--- config.mk ---
export PLATFORM = sky130hd
export DESIGN_NAME = tokenizer_top
export DESIGN_NICKNAME = d
export VERILOG_FILES = /design/src/rtl/tok_pkg.sv /design/src/rtl/tokenizer_top.sv /design/src/rtl/encoder.sv /design/src/rtl/grouper.sv /design/src/rtl/tok_sram.sv
export VERILOG_INCLUDE_DIRS = /design/src /design/src/rtl
export SDC_FILE = /design/constraint.sdc
export NUM_CORES = 2
export LEC_CHECK = 0
export BUFFER_PORTS_ARGS = -buffer_cell sky130_fd_sc_hd__clkbuf_2
export CORE_MARGIN = 2
export CORE_UTILIZATION = 57
export CTS_BUF_LIST = sky130_fd_sc_hd__clkbuf_16
export DETAILED_ROUTE_END_ITERATION = 16
export HOLD_SLACK_MARGIN = 0.03
export PLACE_DENSITY = 0.75
export SLEW_MARGIN = 20
export SYNTH_ARGS = -nofsm -noshare
export SYNTH_HDL_FRONTEND = slang
export SYNTH_HIERARCHICAL = 1
export SYNTH_SLANG_ARGS = --single-unit
export TNS_END_PERCENT = 100
--- constraint.sdc ---
create_clock -name clk -period 3.91 [get_ports clk]
set_input_delay 0.782 -clock clk [delete_from_list [all_inputs] [get_ports clk]]
set_output_delay 0.782 -clock clk [all_outputs]
set_load 0.05 [all_outputs]
--- src/rtl/tok_defines.svh ---
`ifndef TOK_DEFINES_SVH
`define TOK_DEFINES_SVH

// Every RAM in the tokenizer has 2**ADDR_WIDTH words.
`define ADDR_WIDTH 6

// Characters per vocabulary slot, padded with zeros.
`define TOKEN_LEN 4

// Vocabulary entries. The vocabulary RAM holds NUM_ENTRIES * TOKEN_LEN chars.
`define NUM_ENTRIES 16

// Bits per token code.
`define CODE_WIDTH 8

// Code written when no vocabulary entry matches.
`define UNK_CODE {`CODE_WIDTH{1'b1}}

`endif
--- src/rtl/tok_pkg.sv ---
`include "tok_defines.svh"

package tok_pkg;

    typedef logic [7:0]             char_t;
    typedef logic [`CODE_WIDTH-1:0] code_t;
    typedef logic [`ADDR_WIDTH-1:0] addr_t;

    // Terminator and slot pad.
    localparam char_t CHAR_NUL   = 8'd0;
    localparam char_t CHAR_SPACE = 8'd32;

    typedef enum logic [2:0] {
        G_IDLE,
        G_READ,
        G_COPY,
        G_TERM,
        G_DONE
    } grp_state_t;

    typedef enum logic [2:0] {
        E_IDLE,
        E_WAIT,
        E_FETCH,
        E_CMP,
        E_NEXT,
        E_EMIT,
        E_ADV,
        E_DONE
    } enc_state_t;

endpackage

--- src/rtl/tokenizer_top.sv ---
`timescale 1ns/1ps

module tokenizer_top (
    input  logic           clk,
    input  logic           rst_n,
    input  logic           start,
    input  logic           load_we,
    input  logic [1:0]     load_sel,
    input  tok_pkg::addr_t load_addr,
    input  tok_pkg::char_t load_data,
    input  tok_pkg::addr_t rd_addr,
    output tok_pkg::code_t rd_code,
    output tok_pkg::addr_t code_count,
    output logic           done
);

    logic           grp_start;
    logic           grp_busy;
    logic           grp_done;
    tok_pkg::addr_t grp_text_addr;
    logic           grp_work_we;
    tok_pkg::addr_t grp_work_addr;
    tok_pkg::char_t grp_work_din;

    logic           enc_busy;
    logic           enc_done;
    tok_pkg::addr_t enc_count;
    tok_pkg::addr_t enc_work_addr;
    tok_pkg::addr_t enc_vocab_addr;
    tok_pkg::addr_t enc_code_addr;
    logic           enc_out_we;
    tok_pkg::addr_t enc_out_addr;
    tok_pkg::code_t enc_out_din;

    tok_pkg::char_t text_dout;
    tok_pkg::char_t vocab_dout;
    tok_pkg::char_t work_dout;
    tok_pkg::code_t code_dout;

    // Start is only taken in idle or done.
    assign grp_start = start && !grp_busy && !enc_busy;

    // Done and count read as cleared from the cycle after start.
    assign done       = enc_done && !grp_busy;
    assign code_count = grp_busy ? '0 : enc_count;

    // ------------------------------------------------------------
    // Memories. Port owner follows the busy levels, else the host.
    // ------------------------------------------------------------

    tok_sram #(.word_t(tok_pkg::char_t)) text_ram (
        .clk  (clk),
        .we   (load_we && (load_sel == 2'd0)),
        .addr (grp_busy ? grp_text_addr : load_addr),
        .din  (load_data),
        .dout (text_dout)
    );

    tok_sram #(.word_t(tok_pkg::char_t)) vocab_ram (
        .clk  (clk),
        .we   (load_we && (load_sel == 2'd1)),
        .addr (enc_busy ? enc_vocab_addr : load_addr),
        .din  (load_data),
        .dout (vocab_dout)
    );

    tok_sram #(.word_t(tok_pkg::code_t)) code_ram (
        .clk  (clk),
        .we   (load_we && (load_sel == 2'd2)),
        .addr (enc_busy ? enc_code_addr : load_addr),
        .din  (tok_pkg::code_t'(load_data)),
        .dout (code_dout)
    );

    tok_sram #(.word_t(tok_pkg::char_t)) work_ram (
        .clk  (clk),
        .we   (grp_busy && grp_work_we),
        .addr (grp_busy ? grp_work_addr : enc_work_addr),
        .din  (grp_work_din),
        .dout (work_dout)
    );

    tok_sram #(.word_t(tok_pkg::code_t)) out_ram (
        .clk  (clk),
        .we   (enc_busy && enc_out_we),
        .addr (enc_busy ? enc_out_addr : rd_addr),
        .din  (enc_out_din),
        .dout (rd_code)
    );

    // ------------------------------------------------------------
    // Grouper and encoder.
    // ------------------------------------------------------------

    grouper u_grouper (
        .clk        (clk),
        .rst_n      (rst_n),
        .start      (grp_start),
        .text_addr  (grp_text_addr),
        .text_data  (text_dout),
        .work_we    (grp_work_we),
        .work_addr  (grp_work_addr),
        .work_din   (grp_work_din),
        .busy       (grp_busy),
        .group_done (grp_done)
    );

    encoder u_encoder (
        .clk        (clk),
        .rst_n      (rst_n),
        .group_done (grp_done),
        .busy       (enc_busy),
        .work_addr  (enc_work_addr),
        .work_data  (work_dout),
        .vocab_addr (enc_vocab_addr),
        .vocab_data (vocab_dout),
        .code_addr  (enc_code_addr),
        .code_data  (code_dout),
        .out_we     (enc_out_we),
        .out_addr   (enc_out_addr),
        .out_din    (enc_out_din),
        .code_count (enc_count),
        .done       (enc_done)
    );

    // The work RAM port mux relies on the two phases never overlapping.
    a_phase_excl: assert property (
        @(posedge clk) disable iff (!rst_n)
        !(grp_busy && enc_busy)
    );

endmodule

--- src/rtl/encoder.sv ---
`timescale 1ns/1ps
`include "tok_defines.svh"

module encoder (
    input  logic           clk,
    input  logic           rst_n,
    input  logic           group_done,
    output logic           busy,
    output tok_pkg::addr_t work_addr,
    input  tok_pkg::char_t work_data,
    output tok_pkg::addr_t vocab_addr,
    input  tok_pkg::char_t vocab_data,
    output tok_pkg::addr_t code_addr,
    input  tok_pkg::code_t code_data,
    output logic           out_we,
    output tok_pkg::addr_t out_addr,
    output tok_pkg::code_t out_din,
    output tok_pkg::addr_t code_count,
    output logic           done
);

    localparam int ENTRY_W = $clog2(`NUM_ENTRIES + 1);
    localparam int OFF_W   = $clog2(`TOKEN_LEN + 1);

    // One past the last entry marks an unknown character.
    localparam logic [ENTRY_W-1:0] UNK_ENTRY = ENTRY_W'(`NUM_ENTRIES);
    localparam logic [OFF_W-1:0]   LAST_OFF  = OFF_W'(`TOKEN_LEN - 1);

    tok_pkg::enc_state_t state;
    tok_pkg::addr_t      pos;
    logic [ENTRY_W-1:0]  entry;
    logic [OFF_W-1:0]    off;
    tok_pkg::addr_t      match_len;

    logic chars_equal;
    logic slot_end;
    logic text_end;

    // ------------------------------------------------------------
    // RAM addressing. Work and vocab step together by offset.
    // ------------------------------------------------------------

    assign work_addr  = pos + tok_pkg::addr_t'(off);
    assign vocab_addr = tok_pkg::addr_t'(entry * `TOKEN_LEN) + tok_pkg::addr_t'(off);
    assign code_addr  = tok_pkg::addr_t'(entry);

    assign chars_equal = (vocab_data == work_data);

    // A pad zero after at least one char ends the slot. Empty slots never match.
    assign slot_end = (vocab_data == tok_pkg::CHAR_NUL) && (off != '0);
    assign text_end = (off == '0) && (work_data == tok_pkg::CHAR_NUL);

    assign out_we  = (state == tok_pkg::E_EMIT);
    assign out_addr = code_count;
    assign out_din = (entry == UNK_ENTRY) ? `UNK_CODE : code_data;

    assign busy = (state != tok_pkg::E_IDLE) && (state != tok_pkg::E_DONE);

    // ------------------------------------------------------------
    // Matcher FSM.
    // ------------------------------------------------------------

    always_ff @(posedge clk or negedge rst_n) begin
        if (!rst_n) begin
            state      <= tok_pkg::E_IDLE;
            pos        <= '0;
            entry      <= '0;
            off        <= '0;
            match_len  <= '0;
            code_count <= '0;
            done       <= 1'b0;
        end else begin
            case (state)
                tok_pkg::E_IDLE, tok_pkg::E_DONE: begin
                    if (group_done) begin
                        pos        <= '0;
                        entry      <= '0;
                        off        <= '0;
                        code_count <= '0;
                        done       <= 1'b0;
                        state      <= tok_pkg::E_WAIT;
                    end
                end
                // Handover cycle, the grouper has just released the work RAM.
                tok_pkg::E_WAIT: begin
                    state <= tok_pkg::E_FETCH;
                end
                tok_pkg::E_FETCH: begin
                    state <= tok_pkg::E_CMP;
                end
                tok_pkg::E_CMP: begin
                    if (text_end) begin
                        done  <= 1'b1;
                        state <= tok_pkg::E_DONE;
                    end else if (slot_end) begin
                        match_len <= tok_pkg::addr_t'(off);
                        state     <= tok_pkg::E_EMIT;
                    end else if (!chars_equal) begin
                        state <= tok_pkg::E_NEXT;
                    end else if (off == LAST_OFF) begin
                        // Full slot matched.
                        match_len <= tok_pkg::addr_t'(`TOKEN_LEN);
                        state     <= tok_pkg::E_EMIT;
                    end else begin
                        off   <= off + 1'b1;
                        state <= tok_pkg::E_FETCH;
                    end
                end
                // Rewind to the current position and try the next entry.
                tok_pkg::E_NEXT: begin
                    off <= '0;
                    if (entry == UNK_ENTRY - 1'b1) begin
                        entry     <= UNK_ENTRY;
                        match_len <= tok_pkg::addr_t'(1);
                        state     <= tok_pkg::E_EMIT;
                    end else begin
                        entry <= entry + 1'b1;
                        state <= tok_pkg::E_FETCH;
                    end
                end
                // Code RAM output is stable here, entry has not moved for two cycles.
                tok_pkg::E_EMIT: begin
                    code_count <= code_count + 1'b1;
                    state      <= tok_pkg::E_ADV;
                end
                tok_pkg::E_ADV: begin
                    pos   <= pos + match_len;
                    entry <= '0;
                    off   <= '0;
                    state <= tok_pkg::E_FETCH;
                end
                default: begin
                    state <= tok_pkg::E_IDLE;
                end
            endcase
        end
    end

    // ------------------------------------------------------------
    // Checks.
    // ------------------------------------------------------------

    // The terminator bounds the text, so the count never wraps.
    a_count_room: assert property (
        @(posedge clk) disable iff (!rst_n)
        out_we |-> (code_count != '1)
    );

    a_done_idle: assert property (
        @(posedge clk) disable iff (!rst_n)
        !(done && busy)
    );

endmodule

--- src/rtl/grouper.sv ---
`timescale 1ns/1ps

module grouper (
    input  logic           clk,
    input  logic           rst_n,
    input  logic           start,
    output tok_pkg::addr_t text_addr,
    input  tok_pkg::char_t text_data,
    output logic           work_we,
    output tok_pkg::addr_t work_addr,
    output tok_pkg::char_t work_din,
    output logic           busy,
    output logic           group_done
);

    tok_pkg::grp_state_t state;
    tok_pkg::addr_t      wr_ptr;
    logic                prev_space;
    logic                wrote_any;

    logic is_space;
    logic is_end;
    logic skip;
    logic copy;

    // ------------------------------------------------------------
    // Character classification on the text RAM output.
    // ------------------------------------------------------------

    assign is_space = (text_data == tok_pkg::CHAR_SPACE);

    // The last address is never copied, it is replaced by the terminator.
    assign is_end = (text_data == tok_pkg::CHAR_NUL) || (text_addr == '1);

    // Leading spaces and repeated spaces are dropped.
    assign skip = is_space && (prev_space || !wrote_any);

    assign copy = (state == tok_pkg::G_COPY) && !is_end && !skip;

    assign work_we    = copy || (state == tok_pkg::G_TERM);
    assign work_addr  = wr_ptr;
    assign work_din   = (state == tok_pkg::G_TERM) ? tok_pkg::CHAR_NUL : text_data;
    assign busy       = (state != tok_pkg::G_IDLE);
    assign group_done = (state == tok_pkg::G_DONE);

    // ------------------------------------------------------------
    // Copy FSM, two cycles per text character.
    // ------------------------------------------------------------

    always_ff @(posedge clk or negedge rst_n) begin
        if (!rst_n) begin
            state      <= tok_pkg::G_IDLE;
            text_addr  <= '0;
            wr_ptr     <= '0;
            prev_space <= 1'b0;
            wrote_any  <= 1'b0;
        end else begin
            case (state)
                tok_pkg::G_IDLE: begin
                    if (start) begin
                        text_addr  <= '0;
                        wr_ptr     <= '0;
                        prev_space <= 1'b0;
                        wrote_any  <= 1'b0;
                        state      <= tok_pkg::G_READ;
                    end
                end
                // Address is on the RAM, data arrives next cycle.
                tok_pkg::G_READ: begin
                    state <= tok_pkg::G_COPY;
                end
                tok_pkg::G_COPY: begin
                    if (copy) begin
                        wr_ptr     <= wr_ptr + 1'b1;
                        prev_space <= is_space;
                        wrote_any  <= 1'b1;
                    end
                    if (is_end) begin
                        state <= tok_pkg::G_TERM;
                    end else begin
                        text_addr <= text_addr + 1'b1;
                        state     <= tok_pkg::G_READ;
                    end
                end
                tok_pkg::G_TERM: begin
                    state <= tok_pkg::G_DONE;
                end
                tok_pkg::G_DONE: begin
                    state <= tok_pkg::G_IDLE;
                end
                default: begin
                    state <= tok_pkg::G_IDLE;
                end
            endcase
        end
    end

    // The work pointer can never overtake the text it was copied from.
    a_work_behind_text: assert property (
        @(posedge clk) disable iff (!rst_n)
        work_we |-> (work_addr <= text_addr)
    );

endmodule

--- src/rtl/tok_sram.sv ---
`timescale 1ns/1ps

module tok_sram #(
    parameter type word_t = tok_pkg::char_t
) (
    input  logic           clk,
    input  logic           we,
    input  tok_pkg::addr_t addr,
    input  word_t          din,
    output word_t          dout
);

    localparam int DEPTH = 2 ** $bits(tok_pkg::addr_t);

    word_t mem [DEPTH];

    // ------------------------------------------------------------
    // Single port, registered read.
    // ------------------------------------------------------------

    // Write-first, a write returns the new word on dout.
    always_ff @(posedge clk) begin
        if (we) begin
            mem[addr] <= din;
            dout      <= din;
        end else begin
            dout <= mem[addr];
        end
    end

endmodule

==> summary.md <==
| Metric | Value |
|---|---|
| Fillers | `11,000` |
| Final hold slack | `286 ps` |
| Actual slew at the worst max-slew pin | `1140 ps` |
| Final Non-Filler Cells | `approximately 8,300` |
| Gr busiest metal | `met2` |
| Met3 usage | `0.0401` |
| Drc violations | `0` |
| Worst EP required | `4500 ps` |
| Share of post-route cells with drive strength above 1 | `0.325` |
| Die Ht | `431 microns` |
| Count leader, synth | `edfxtp_1` |
| CTS tree | `built` |
| EDFF count, synth | `2,560` |
| GR Util met1 | `0.359` |
| Synth top cells by count | `edfxtp_1 (2,560), mux4_2 (630), nor2_1 (432)` |
| Via count | `54,300` |
| Status | `finished with violations` |
| Maxcap violations | `0` |
| Fmax | `237 MHz` |
| Clock sink count | `2,634` |
| Clk pin slew, worst setup/hold paths | `around 60 ps` |
| Setup violators final | `about 530` |
| VDD IR max | `1260 uV` |
| HP Class | `in -> reg` |
| Initial DRC Count | `7,328` |
| Library cells used by synthesis | `76` |
| I/O pins | `41` |
| Synth Warn # | `6` |
| Initial antenna violation count | `6` |
| Die Span X | `between 400 and 500 microns` |
| Kind of critical path | `reg -> reg` |
| Wire per inst | `between 20 and 30 microns` |
| Final worst setup slack | `-304 ps` |
| Full die area | `186,000 sq um` |
| CTS H-Tree Depth | `5` |
| Vias in the first global route | `54,000` |
| Syn Nets | `5,107` |
| Pleak | `38.5 nW` |
| Area contributors post-synth | `edfxtp_1 (74%), mux4_2 (14%), nor2_1 (1.6%)` |
| Crit path arrival time | `4800 ps` |
| Vias per cell | `6.55` |
| CP Max Fanout | `8` |
| Initial core utilization | `0.574` |
| Top FF cell, synth | `edfxtp_1` |
| Layout area overhead | `16.2%` |
| Max-slew violation count | `0` |
| Post-DP HPWL | `148 mm` |
| Total grt overflow | `0` |
| Clock Skew | `80.8 ps` |
| PD cells | `694 nW/um^2` |
| GRT Total Usage | `0.261` |
| Fin. Hold Viols | `0` |
| Hold path depth | `1` |
| Row cnt | `~160` |
| CTS root buf | `clkbuf_16` |
| Area leader, netlist | `edfxtp_1` |
| Dpl cells | `7,739` |
| RSZ-0062 raised after global routing | `true` |
| Antenna-violating nets left | `0` |
| Syn Std Cell Area | `approximately 100,000 sq um` |
| Nets | `a little under 6,000` |
| Num CTS Buffers | `276` |
| Top cell type's share of synthesized area | `0.739` |
| Largest net degree at the start of global routing | `about 120` |
| Minimum clock period after layout | `4210 ps` |
| Routed wire length | `about 250 mm` |
| Crit path capture type | `flop` |
| Core box area | `approximately 180,000 sq um` |
| First-pass GRT wire length | `~360 mm` |
| R2R cell count | `17` |
| Post-synthesis sequential area ratio | `0.755` |
| Async S/R FF share, synth | `0.0167` |
| Fin crit share | `1.08` |
| Synth Register Bits | `2,634` |
| Clk Latency, worst-skew pair | `930 ps` |
| RD Place Congestion | `0.894` |
| Pre-antenna DRT Iters | `6` |
| Maximum root-to-sink buffer count | `4` |
| I/O Buffers | `40` |
| Met2 usage | `0.427` |
| Crit start category | `flop` |
| Syn Inst Count | `between 5,000 and 6,000` |
| Mean Syn Cell Area | `20.6 sq um` |
| Max_slew headroom | `0.237` |
| Failing checks | `negative setup slack` |
-- critical path, cell delays in order (launching register included) --
cell	delay, ps
dfxtp_4	430
buf_12	170
buf_16	130
mux4_2	500
mux4_2	510
nor2_2	130
nor3_2	60
o2bb2ai_2	130
or4_4	540
nand3b_1	190
buf_6	160
nand3_4	110
nand2_1	70
and2_4	210
nor2b_4	160
nand3_4	130
buf_12	170
nor2_4	90
-- registers in the layout, indices dropped and copies added (netlist names), 5 cells and up, named ones only --
| signal | flops |
|---|---|
| u_grouper/work_addr | 6 |
| vocab_ram/mem | 512 |
| u_encoder/code_count | 6 |
| out_ram/mem | 512 |
| text_ram/mem | 512 |
| work_ram/mem | 512 |
| u_encoder/pos | 6 |
| u_encoder/entry | 5 |
| u_grouper/text_addr | 6 |
| code_ram/mem | 512 |
-- layer usage --
layer / vias up / share of wire / wire [microns]
li1: 22300 / - / -
met1: 28200 / 0.38 / 93100
met2: 3142 / 0.50 / 123000
met3: 608 / 0.084 / 20800
met4: 0 / 0.043 / 10800
met5: - / 0 / 0
-- repair_timing --
action	CTS	global route
resized for setup	108	177
buffers inserted	13	52
pin swaps	17	44
gates cloned	1	9
setup endpoints to repair	527	545
hold endpoints to repair	17	0
hold buffers	1	0
-- metrics by stage --
stage / total power (W) / TNS [ps] / util / worst slack (ps) / area, sq um
6_report: 0.0839 / -115920 / 0.668 / -304 / 121000
5_1_grt: 0.0863 / -151570 / 0.668 / -370 / 121000
4_1_cts: 0.0827 / -130760 / 0.660 / -321 / 119000
3_5_place_dp: 0.0578 / -335220 / 0.610 / -838 / 110000
3_3_place_gp: 0.0574 / -299770 / 0.610 / -748 / 110000
2_1_floorplan: 0.0491 / 0 / - / 20.1 / 104000
-- placed cells by master (no fill, tap or decap), drive strengths merged, types with 16 or more instances in the layout --
cell,n
a211oi,20
a21oi,26
a221oi,30
and2,20
buf,621
bufinv,18
clkbuf,319
clkinv,91
dfrtp,44
dfxtp,30
edfxtp,2560
ha,17
inv,80
mux2,95
mux2i,116
mux4,630
nand2,124
nand2b,40
nand3,83
nand3b,21
nor2,433
nor2b,73
nor3,39
nor4,16
o21ai,55
o221ai,41
o22ai,40
o2bb2ai,17
-- power breakdown --
part | internal, W | switching [W] | leakage (nW)
Combinational | 0.00962 | 0.0139 | 10.3
Clock | 0.0143 | 0.0104 | 4.33
Sequential | 0.0349 | 0.000817 | 23.9
Total | 0.0589 | 0.0251 | 38.5
-- logic make-up after synthesis --
group                      Yosys count  share of synthesized area
buffers and inverters              292                     0.0172
and+or+nand+nor                    913                     0.0413
adders and majority gates           19                    0.00243
DFF                               2634                      0.755
xor gates and xnor gates            19                    0.00160
muxes                              841                      0.158
other                                1                  0.0000360
AOI/OAI and AO/OA                  343                     0.0246
-- final cells by class --
class	count	area, sq um	share of cell area
inverter	18	67.6	0.000559
antenna	5	12.5	0.000103
timing repair buffer	656	6240	0.0516
multi-input combinational	2136	24600	0.204
sequential	2634	78600	0.650
clock inverter	181	1290	0.0107
clock buffer	285	7130	0.0590
tap	2370	2970	0.0245
-- path summary, 6_finish.rpt --
check	start	endpoint	slack, ps
max	flop	work_ram/mem[30][7]$_DFFE_PP_	-300
min	load_data[0]	vocab_ram/mem[50][0]$_DFFE_PP_	290
max reg2reg	flop	work_ram/mem[30][7]$_DFFE_PP_	-300
min reg2reg	u_grouper/work_addr[5]$_DFFE_PN0P_	u_grouper/work_addr[5]$_DFFE_PN0P_	480
max in group asynchronous	rst_n	u_encoder/off[2]$_DFFE_PN0P_	2630
min in group asynchronous	rst_n	u_grouper/work_addr[2]$_DFFE_PN0P_	400
Note: power is estimated with default switching activity, not from simulation.
